## src/logic/rob_pkg.sv

```systemverilog
// --------------------
// Reorder buffer shared definitions
// Buffer sizes, field widths and the commit stage state type
// --------------------

package rob_pkg;

  // --------------------
  // Buffer geometry
  // --------------------

  // Number of in-flight entries
  localparam int rob_depth = 8;

  // Tag addresses one entry
  localparam int tag_w = $clog2(rob_depth);

  // Free counter must reach rob_depth itself
  localparam int free_w = $clog2(rob_depth + 1);

  // --------------------
  // Payload widths
  // --------------------

  // Result value from the execution units
  localparam int data_w = 32;

  // Architectural destination register index
  localparam int reg_w = 5;

  // --------------------
  // Commit stage occupancy
  // --------------------

  // Entries held in the skid stage
  typedef enum logic [1:0] {
    skid_empty,
    skid_one,
    skid_two
  } skid_state_e;

endpackage
```

## src/logic/rob_unit.sv

```systemverilog
// --------------------
// Reorder buffer top level
// Allocator, entry buffer and commit skid stage
// --------------------

`timescale 1ns/100ps

module rob_unit (
  input  logic                       clk,
  input  logic                       rst_n,
  // Dispatch in program order
  input  logic                       dispatch_valid,
  input  logic [rob_pkg::reg_w-1:0]  dispatch_dest,
  output logic                       dispatch_ready,
  output logic [rob_pkg::tag_w-1:0]  dispatch_tag,
  // Tagged results, any order
  input  logic                       cmpl_valid,
  input  logic [rob_pkg::tag_w-1:0]  cmpl_tag,
  input  logic [rob_pkg::data_w-1:0] cmpl_data,
  // In-order commit port
  input  logic                       commit_ready,
  output logic                       commit_valid,
  output logic [rob_pkg::tag_w-1:0]  commit_tag,
  output logic [rob_pkg::reg_w-1:0]  commit_dest,
  output logic [rob_pkg::data_w-1:0] commit_data
);

  import rob_pkg::*;

  // --------------------
  // Internal wires
  // --------------------

  // Allocator to buffer
  logic              alloc_fire;
  logic [tag_w-1:0]  alloc_tag;
  logic [reg_w-1:0]  alloc_dest;

  // Buffer head to commit stage, also seen by the allocator
  logic              retire_valid;
  logic              retire_ready;
  logic [tag_w-1:0]  retire_tag;
  logic [reg_w-1:0]  retire_dest;
  logic [data_w-1:0] retire_data;

  rob_alloc u_alloc (
    .clk            (clk),
    .rst_n          (rst_n),
    .dispatch_valid (dispatch_valid),
    .dispatch_dest  (dispatch_dest),
    .dispatch_ready (dispatch_ready),
    .dispatch_tag   (dispatch_tag),
    .retire_valid   (retire_valid),
    .retire_ready   (retire_ready),
    .alloc_fire     (alloc_fire),
    .alloc_tag      (alloc_tag),
    .alloc_dest     (alloc_dest)
  );

  rob_buffer u_buffer (
    .clk          (clk),
    .rst_n        (rst_n),
    .alloc_fire   (alloc_fire),
    .alloc_tag    (alloc_tag),
    .alloc_dest   (alloc_dest),
    .cmpl_valid   (cmpl_valid),
    .cmpl_tag     (cmpl_tag),
    .cmpl_data    (cmpl_data),
    .retire_ready (retire_ready),
    .retire_valid (retire_valid),
    .retire_tag   (retire_tag),
    .retire_dest  (retire_dest),
    .retire_data  (retire_data)
  );

  rob_commit u_commit (
    .clk          (clk),
    .rst_n        (rst_n),
    .retire_valid (retire_valid),
    .retire_tag   (retire_tag),
    .retire_dest  (retire_dest),
    .retire_data  (retire_data),
    .retire_ready (retire_ready),
    .commit_ready (commit_ready),
    .commit_valid (commit_valid),
    .commit_tag   (commit_tag),
    .commit_dest  (commit_dest),
    .commit_data  (commit_data)
  );

endmodule

```

## src/logic/rob_commit.sv

```systemverilog
// --------------------
// Commit skid stage
// Two registered entries, ready back to the buffer is registered
// --------------------

`timescale 1ns/100ps

module rob_commit (
  input  logic                       clk,
  input  logic                       rst_n,
  // Retired entries from the buffer
  input  logic                       retire_valid,
  input  logic [rob_pkg::tag_w-1:0]  retire_tag,
  input  logic [rob_pkg::reg_w-1:0]  retire_dest,
  input  logic [rob_pkg::data_w-1:0] retire_data,
  output logic                       retire_ready,
  // Commit port
  input  logic                       commit_ready,
  output logic                       commit_valid,
  output logic [rob_pkg::tag_w-1:0]  commit_tag,
  output logic [rob_pkg::reg_w-1:0]  commit_dest,
  output logic [rob_pkg::data_w-1:0] commit_data
);

  import rob_pkg::*;

  skid_state_e state_q;
  skid_state_e state_d;

  // Low only with both slots taken
  logic ready_q;

  // Front slot drives the commit port
  logic [tag_w-1:0]  out_tag_q;
  logic [reg_w-1:0]  out_dest_q;
  logic [data_w-1:0] out_data_q;
  // Back slot catches one more under stall
  logic [tag_w-1:0]  spare_tag_q;
  logic [reg_w-1:0]  spare_dest_q;
  logic [data_w-1:0] spare_data_q;

  logic in_fire;
  logic out_fire;
  logic load_out_in;
  logic load_out_spare;
  logic load_spare;

  assign in_fire  = retire_valid && ready_q;
  assign out_fire = commit_valid && commit_ready;

  // --------------------
  // Occupancy FSM
  // --------------------

  always_comb begin
    state_d        = state_q;
    load_out_in    = 1'b0;
    load_out_spare = 1'b0;
    load_spare     = 1'b0;
    case (state_q)
      skid_empty: begin
        if (in_fire) begin
          load_out_in = 1'b1;
          state_d     = skid_one;
        end
      end
      skid_one: begin
        // Pass-through keeps one entry
        if (in_fire && out_fire) begin
          load_out_in = 1'b1;
        end else if (in_fire) begin
          load_spare = 1'b1;
          state_d    = skid_two;
        end else if (out_fire) begin
          state_d = skid_empty;
        end
      end
      skid_two: begin
        // No input possible here, ready is low
        if (out_fire) begin
          load_out_spare = 1'b1;
          state_d        = skid_one;
        end
      end
      default: state_d = skid_empty;
    endcase
  end

  always_ff @(posedge clk or negedge rst_n) begin
    if (!rst_n) begin
      state_q <= skid_empty;
      ready_q <= 1'b1;
    end else begin
      state_q <= state_d;
      ready_q <= (state_d != skid_two);
    end
  end

  // --------------------
  // Payload slots
  // --------------------

  always_ff @(posedge clk) begin
    if (load_out_in) begin
      out_tag_q  <= retire_tag;
      out_dest_q <= retire_dest;
      out_data_q <= retire_data;
    end else if (load_out_spare) begin
      out_tag_q  <= spare_tag_q;
      out_dest_q <= spare_dest_q;
      out_data_q <= spare_data_q;
    end
    if (load_spare) begin
      spare_tag_q  <= retire_tag;
      spare_dest_q <= retire_dest;
      spare_data_q <= retire_data;
    end
  end

  // All outputs straight from flops
  assign retire_ready = ready_q;
  assign commit_valid = (state_q != skid_empty);
  assign commit_tag   = out_tag_q;
  assign commit_dest  = out_dest_q;
  assign commit_data  = out_data_q;

endmodule

```

## src/logic/rob_buffer.sv

```systemverilog
// --------------------
// Reorder buffer entry storage
// Out-of-order completion writes, in-order retirement from the head
// --------------------

`timescale 1ns/100ps

module rob_buffer (
  input  logic                       clk,
  input  logic                       rst_n,
  // Allocation from the tail
  input  logic                       alloc_fire,
  input  logic [rob_pkg::tag_w-1:0]  alloc_tag,
  input  logic [rob_pkg::reg_w-1:0]  alloc_dest,
  // Tagged completion, always accepted
  input  logic                       cmpl_valid,
  input  logic [rob_pkg::tag_w-1:0]  cmpl_tag,
  input  logic [rob_pkg::data_w-1:0] cmpl_data,
  // Head entry towards the commit stage
  input  logic                       retire_ready,
  output logic                       retire_valid,
  output logic [rob_pkg::tag_w-1:0]  retire_tag,
  output logic [rob_pkg::reg_w-1:0]  retire_dest,
  output logic [rob_pkg::data_w-1:0] retire_data
);

  import rob_pkg::*;

  // --------------------
  // Storage
  // --------------------

  // Destination written at allocation
  logic [reg_w-1:0]  dest_mem [rob_depth];
  // Result written at completion
  logic [data_w-1:0] data_mem [rob_depth];

  // One done flag per entry
  logic [rob_depth-1:0] done_q;

  // Oldest entry in program order
  logic [tag_w-1:0] head_q;
  logic [tag_w-1:0] head_next;

  logic retire_fire;

  // --------------------
  // Retire handshake
  // --------------------

  // Head can leave once its result is back
  assign retire_valid = done_q[head_q];
  assign retire_fire  = retire_valid && retire_ready;

  // Head wraps like the tail
  always_comb begin
    if (head_q == tag_w'(rob_depth - 1)) begin
      head_next = '0;
    end else begin
      head_next = head_q + 1'b1;
    end
  end

  // --------------------
  // Payload writes
  // --------------------

  // Allocation and completion hit different fields
  always_ff @(posedge clk) begin
    if (alloc_fire) begin
      dest_mem[alloc_tag] <= alloc_dest;
    end
    if (cmpl_valid) begin
      data_mem[cmpl_tag] <= cmpl_data;
    end
  end

  // --------------------
  // Done flags and head pointer
  // --------------------

  // Retire, allocate and complete never share an entry:
  // retire needs done set, allocation only hits a free slot,
  // completion only hits an allocated, undone slot
  always_ff @(posedge clk or negedge rst_n) begin
    if (!rst_n) begin
      done_q <= '0;
      head_q <= '0;
    end else begin
      // Cleared on the way out
      // so a wrapped head never sees a stale flag
      if (retire_fire) begin
        done_q[head_q] <= 1'b0;
        head_q         <= head_next;
      end
      // Fresh entry starts undone
      if (alloc_fire) begin
        done_q[alloc_tag] <= 1'b0;
      end
      // Result arrived, in any order
      if (cmpl_valid) begin
        done_q[cmpl_tag] <= 1'b1;
      end
    end
  end

  // --------------------
  // Head entry outputs
  // --------------------

  assign retire_tag  = head_q;
  assign retire_dest = dest_mem[head_q];
  assign retire_data = data_mem[head_q];

endmodule

```

## src/logic/rob_alloc.sv

```systemverilog
// --------------------
// Reorder buffer allocator
// Hands out tail tags in program order and counts free entries
// --------------------

`timescale 1ns/100ps

module rob_alloc (
  input  logic                     clk,
  input  logic                     rst_n,
  // Dispatch side
  input  logic                     dispatch_valid,
  input  logic [rob_pkg::reg_w-1:0] dispatch_dest,
  output logic                     dispatch_ready,
  output logic [rob_pkg::tag_w-1:0] dispatch_tag,
  // Retire handshake returns one entry
  input  logic                     retire_valid,
  input  logic                     retire_ready,
  // Allocation request into the buffer
  output logic                     alloc_fire,
  output logic [rob_pkg::tag_w-1:0] alloc_tag,
  output logic [rob_pkg::reg_w-1:0] alloc_dest
);

  import rob_pkg::*;

  // Next tag to hand out
  logic [tag_w-1:0]  tail_q;
  // Entries not yet allocated
  logic [free_w-1:0] free_q;

  logic dispatch_fire;
  logic retire_fire;

  // --------------------
  // Handshakes
  // --------------------

  // Ready comes straight from the registered count
  assign dispatch_ready = (free_q != '0);
  assign dispatch_fire  = dispatch_valid && dispatch_ready;

  // Pop seen by the buffer, reused as free return
  assign retire_fire = retire_valid && retire_ready;

  // --------------------
  // Tail pointer and free count
  // --------------------

  always_ff @(posedge clk or negedge rst_n) begin
    if (!rst_n) begin
      tail_q <= '0;
      free_q <= free_w'(rob_depth);
    end else begin
      // Tail wraps at the last entry
      if (dispatch_fire) begin
        if (tail_q == tag_w'(rob_depth - 1)) begin
          tail_q <= '0;
        end else begin
          tail_q <= tail_q + 1'b1;
        end
      end
      // Both events in one cycle cancel out
      case ({dispatch_fire, retire_fire})
        2'b10:   free_q <= free_q - 1'b1;
        2'b01:   free_q <= free_q + 1'b1;
        default: free_q <= free_q;
      endcase
    end
  end

  // --------------------
  // Outputs
  // --------------------

  // Tag offered to the dispatching instruction
  assign dispatch_tag = tail_q;

  // Accepted dispatch writes the tail entry
  assign alloc_fire = dispatch_fire;
  assign alloc_tag  = tail_q;
  assign alloc_dest = dispatch_dest;

endmodule

```

## config.mk

```make
export PLATFORM = sky130hd
export DESIGN_NAME = rob_unit
export DESIGN_NICKNAME = d
export VERILOG_FILES = /design/src/logic/rob_pkg.sv /design/src/logic/rob_unit.sv /design/src/logic/rob_commit.sv /design/src/logic/rob_buffer.sv /design/src/logic/rob_alloc.sv
export SDC_FILE = /design/constraint.sdc
export NUM_CORES = 1
export LEC_CHECK = 0
export BUFFER_PORTS_ARGS = -buffer_cell sky130_fd_sc_hd__buf_2
export CORE_ASPECT_RATIO = 1.25
export CORE_MARGIN = 1.5
export CORE_UTILIZATION = 35
export CTS_CLUSTER_DIAMETER = 120
export DETAILED_ROUTE_END_ITERATION = 8
export SYNTH_ARGS = -nofsm -noshare
export SYNTH_HDL_FRONTEND = slang
export SYNTH_SLANG_ARGS = --single-unit
```

## constraint.sdc

```tcl
create_clock -name clk -period 4.35 [get_ports clk]
set_input_delay 0.87 -clock clk [delete_from_list [all_inputs] [get_ports clk]]
set_output_delay 0.87 -clock clk [all_outputs]
set_load 0.05 [all_outputs]
```

# After elaboration in Yosys (flattened, before gate mapping)
# Memories as Yosys holds them, arrays and structs flattened.
# Index checks and enable logic that the tools add are counted.
# totals
regBits	101
ramBits	296
inputBits	45
out_inout_bits	45
elab_cells	85
memories	2
# classes
n_addsub	4
magnitude_cmp	6
eq_ne	7
muxes	37
bitwise_logic	5
n_reduce_logical	12
# memory_table
memory	depth	width	read_ports	rd_ports_with_merged_regs	wr	line	text
u_buffer.data_mem	8	32	1	0	1	rob_buffer.sv:36	logic [data_w-1:0] data_mem [rob_depth];
u_buffer.dest_mem	8	5	1	0	1	rob_buffer.sv:34	logic [reg_w-1:0] dest_mem [rob_depth];
# ops
cell	n
two-way mux 32 bit	2
two-way mux 8 bit	3
AND 8 bit	2
inverter 8 bit	2
two-way mux 1 bit	14
less-than comparator 3 x 4 -> 1 bit (second input constant)	3
two-way mux 3 bit	4
two-way mux 2 bit	5
two-way mux 5 bit	2
demux 1 bit (select 3 bit)	3
greater-or-equal comparator 3 x 1 -> 1 bit (second input constant)	3
bitwise OR 8 bit	1
one-hot mux 4 bit (2 select lines)	1
logical AND 1 bit	7
adder 3 x 1 -> 3 bit (second input constant)	2
== test 3 bit (second input constant)	2
one-hot mux 2 bit (3 select lines)	1
nonzero test 2 bit	3
adder 4 x 1 -> 4 bit (second input constant)	1
== test 2 x 1 -> 1 bit (second input constant)	2
== test 2 bit (second input constant)	2
nonzero test 4 bit	1
subtractor 4 x 1 -> 4 bit (second input constant)	1
binary-select mux 1 bit (select 3 bit)	1
other kinds (3)	3

# Logic depth before layout (Yosys ltp)
# logic_depth
word_depth	11
depth_mapped	11
depth_no_buf	10

# Hierarchy
# From an unflattened synthesis, not the netlist that was laid out.
# unflattened
hier_cells	852
area_unflattened_um2	15569.9
# modules_own_cells
module	instances	cells_per_inst	area_per_inst_um2	seq_area_each_um2
rob_buffer	1	660	11954.0	9163.8
rob_commit	1	141	3075.4	2478.6
rob_alloc	1	51	540.5	176.4

# Worst setup path before layout
# Ideal clock, no wire load.
# synth_path
path_type	input to register
start	input port cmpl_tag[0] in the netlist's numbering
end	memory u_buffer.data_mem[0][0] (enable)
t_arrival_ps	3364
path_slack_ps	519
stages	2
path_buffers	0
path_cell_list	nand2b_1 -> nor3_1
# synth_lines
element	line	text
from (decl)	rob_unit.sv:18	input logic [rob_pkg::tag_w-1:0] cmpl_tag,
to (decl)	rob_buffer.sv:36	
# Straight into the memory's write port.

# Worst setup path in the final report
# layout_path
start	register u_buffer.head_q[0], in the netlist u_buffer.retire_tag[0]
end	register u_alloc.free_q[3]
# layout_between
elab_chain_len	5
# layout_rtl
element	line	text
from (decl)	rob_buffer.sv:42	logic [tag_w-1:0] head_q;
from (signal assigned)	rob_buffer.sv:94	head_q <= head_next;
binary-select mux 1 bit (select 3 bit) *	rob_buffer.sv:52	assign retire_valid = done_q[head_q];
two-way mux 1 bit (not written as such) *	rob_buffer.sv:52	
logical AND 1 bit *	rob_alloc.sv:44	assign retire_fire = retire_valid && retire_ready;
== test 2 x 1 -> 1 bit or == test 2 bit (tied branches)	rob_alloc.sv:64	case ({dispatch_fire, retire_fire})
one-hot mux 4 bit (2 select lines) or nonzero test 2 bit (tied branches)	n/a	
to (signal assigned)	rob_alloc.sv:65	2'b10: free_q <= free_q - 1'b1;
to (signal assigned)	rob_alloc.sv:66	2'b01: free_q <= free_q + 1'b1;
to (signal assigned)	rob_alloc.sv:67	default: free_q <= free_q;
to (decl)	rob_alloc.sv:30	logic [free_w-1:0] free_q;
# Every way passes the cells marked *; elsewhere a longest branch is shown, timed or not. The select of a mux whose other input is x is not followed.
# A chain may end at the register's enable or synchronous reset.

==> key figures <==
Floorplanning
  – Die area: 45800 um2
  – Core ar.: between 40000 and 50000 um2
  – Starting Density: 0.354
  – Die Span X: 192 um
  – Die Span Y: about 240 um
  – # rows: 86
  – Io pins: 90

Timing
  – Unrepaired setup endpoints after global routing: no
  – Slew of the pin with the lowest slew margin: a little over 1000 ps
  – Rel. slew slack: 0.328
  – Min Tclk post-route: ~3200 ps
  – Final TNS setup: 0 ps
  – Layout Skew: roughly 8.5 ps
  – Fmax: 0.315 GHz
  – Hold Fails Final Rpt: 0
  – Final Slew Violations: 0
  – Final setup fails: 0
  – Final period utilization: 0.730

Drt
  – # DRC: 0
  – WL/cell: 21.3 um
  – Drt pass-1 iters: 5
  – Vias per Instance: a little over 5
  – Vias: just under 8000
  – Final WL: 33500 um
  – Antenna-violating nets left: 0
  – 1st-iter DRT viols: 578

Finish
  – FILL cells: 3923
  – Final Util: 0.409
  – Multi-input gate area: roughly 3600 um2
  – Layout cells sized above 1: 0.272
  – Area Growth Syn to Fin: 15.6%
  – Final Instance Area: approximately 18000 um2
  – Most common cell after layout, fill and taps aside: edfxtp_1
  – Commonest non-fill, non-tap cells in the layout: 376 x edfxtp_1, 89 x buf_2, 71 x nand2_1
  – Register area: between 10000 and 15000 um2
  – Final Net Count: between 1000 and 1500

Status
  – Status: completed

Clock tree
  – CTS root buf: clkbuf_16
  – Clock latency on the worst-skew pair: 530 ps
  – # resized after CTS: 0
  – Setup bufs post-CTS: 0
  – H-tree Lvls: 2
  – CTS tree: yes
  – Max clock buf depth: 3
  – Total CTS buffers: 39
  – Clk pin slew, worst setup/hold paths: 60 ps
  – Clock Sinks: a little under 400
  – Hold_buf cts: 0

Global routing
  – Grt total ovfl: 0
  – First-pass GRT wire length: 50000 um
  – GRT Total Usage: 0.148
  – Largest net degree at the start of global routing: between 70 and 80
  – Initial antenna violation count: 6
  – Number of global-route vias before repair: 8050

Yosys
  – Yosys cell types: 56
  – Seq/Total Area, Yosys: 0.759
  – Top_reg_cell synth: edfxtp_1
  – Synth Instances: 854
  – Synth area leader: edfxtp_1
  – Synth area leaders: edfxtp_1 72%, mux4_2 5.8%, dfrtp_1 3.1%, mux2_2 2.7%, mux2i_1 1.9%
  – Number of synthesized flops with an enable pin: ~380
  – Yosys warning count: 0
  – Post-Syn Area: 15600 um2
  – Top-area cell type share of the netlist area: 0.725
  – Mapped Nets: 907
  – Synthesized area per cell: between 15 and 20 um2
  – #FFs+latches synth: 397
  – Asr flop ratio synth: 0.0529

Placement
  – DP Area: 16800 um2
  – Port Buffer Count: 89
  – GP Congestion: 0.737
  – Dpl hpwl: 19700 um

Worst setup path
  – Crit. End Element: register
  – Critical path class: register to register
  – Arrival time at the worst endpoint: 3630 ps
  – Reg2reg path depth: 10
  – Max FO, Critical Path: 15
  – Critical Path Source Type: register
  – FF-to-FF Start: u_buffer.retire_tag[0]$_DFFE_PN0P_
  – CP Capture Point: u_alloc.free_q[3]$_DFFE_PN1P_
  – R2R Path End: u_alloc.free_q[3]$_DFFE_PN1P_
  – CP required: 4800 ps
  – Crit path from: u_buffer.retire_tag[0]$_DFFE_PN0P_
  – Register-to-register setup slack: 1170 ps

Power
  – Sequential share of power: 0.397
  – Leakage: 6.17 nW
  – Comb power frac: 0.361
  – Sw frac: 0.354
  – Power Total: 13.5 mW
  – Int Pwr: 8.74 mW
  – Clk network pwr share: 0.242
  – Psw: about 4.8 mW
  – Pwr Density: 751 nW/um2
  – VDD IR-drop max: between 0.4 and 0.5 mV

Run
  – Number of max-cap violations: 0

Min path
  – Worst Hold Class: primary input to asynchronous set/reset pin
## power by group through the flow
| stage | Combinational [mW] | Sequential (mW) | Clock [mW] |
|---|---|---|---|
| global route | 5.29 | 5.42 | 3.48 |
| detailed placement | 5.00 | 5.45 | 0 |
| finish | 4.89 | 5.37 | 3.28 |
| global placement | 4.94 | 5.45 | 0 |
| CTS | 5.01 | 5.38 | 3.35 |
| floorplan | 2.99 | 6.11 | 0 |
## how the worst min path moves through the flow
stage	to	slack, ps	depth (start not counted)
floorplan	u_commit.spare_tag_q[1]$_DFFE_PP_	450	0
CTS	u_alloc.free_q[2]$_DFFE_PN0P_	290	1
global route	u_alloc.alloc_tag[0]$_DFFE_PN0P_	330	1
global placement	u_alloc.free_q[3]$_DFFE_PN1P_	480	1
detailed placement	u_alloc.free_q[3]$_DFFE_PN1P_	480	1
finish	u_alloc.free_q[2]$_DFFE_PN0P_	310	1
## layer usage
layer,vias to the layer above,part of all wire,track usage
li1,3615,-,-
met1,4035,0.43,0.191
met2,190,0.50,0.248
met3,63,0.049,0.0314
met4,6,0.022,0.0462
met5,-,0.0011,0
## per-stage QoR
stage          std cells  hold WS (ps)  setup WS, ps
2_1_floorplan        854           445           519
3_3_place_gp        1496           478          1200
3_5_place_dp        1496           479          1170
4_1_cts             1567           294          1160
5_1_grt             1567           335           980
6_report            1569           306          1170
## Yosys cell counts (all sizes together), types with 11 or more instances
cell / n
mux2i: 30
buf: 29
nor3: 12
dfrtp: 19
mux2: 55
nand2: 71
o21ai: 17
nor2: 30
nand3b: 11
nand2b: 16
edfxtp: 376
clkbuf: 12
a221oi: 14
a21oi: 12
mux4: 40
## sequential cells by signal, summed over array words and instances, names as in the netlist, 4 cells and up
signal                 count
u_buffer.data_mem        256
u_buffer.dest_mem         40
u_commit.spare_data_q     32
u_commit.commit_data      32
u_commit.commit_dest       5
u_commit.spare_dest_q      5
u_alloc.free_q             4
u_buffer.done_q            8
## cells by family (layout without fill, tap and decap cells)
family,after synthesis,after routing,synth area share
AO/OA/AOI/OAI,82,82,0.0369
XOR/XNOR,3,3,0.00169
adder cells (fa/ha/maj),8,8,0.00691
buffers and inverters,51,192,0.0165
flip-flops,397,397,0.759
multiplexers,125,125,0.117
other,0,2,0
AND/OR/NAND/NOR,188,188,0.0626
## critical path, stage by stage (launching register included)
cell	delay, ps
dfrtp_4	590
mux2i_1	150
mux4_2	600
nor2_2	400
ha_1	250
inv_1	100
ha_1	300
a21o_1	170
a21oi_1	160
mux2i_1	230
xnor2_1	140
## area by class of cell
cell class / instances / share of cell area
Antenna cell: 2 / 0.000278
Timing Repair Buffer: 111 / 0.0346
Multi-Input combinational cell: 406 / 0.198
Clock inverter: 26 / 0.0110
Sequential cell: 397 / 0.657
Tap cell: 572 / 0.0397
Clock buffer: 45 / 0.0578
Inverter: 10 / 0.00208
Power figures use the tool's default switching activity.
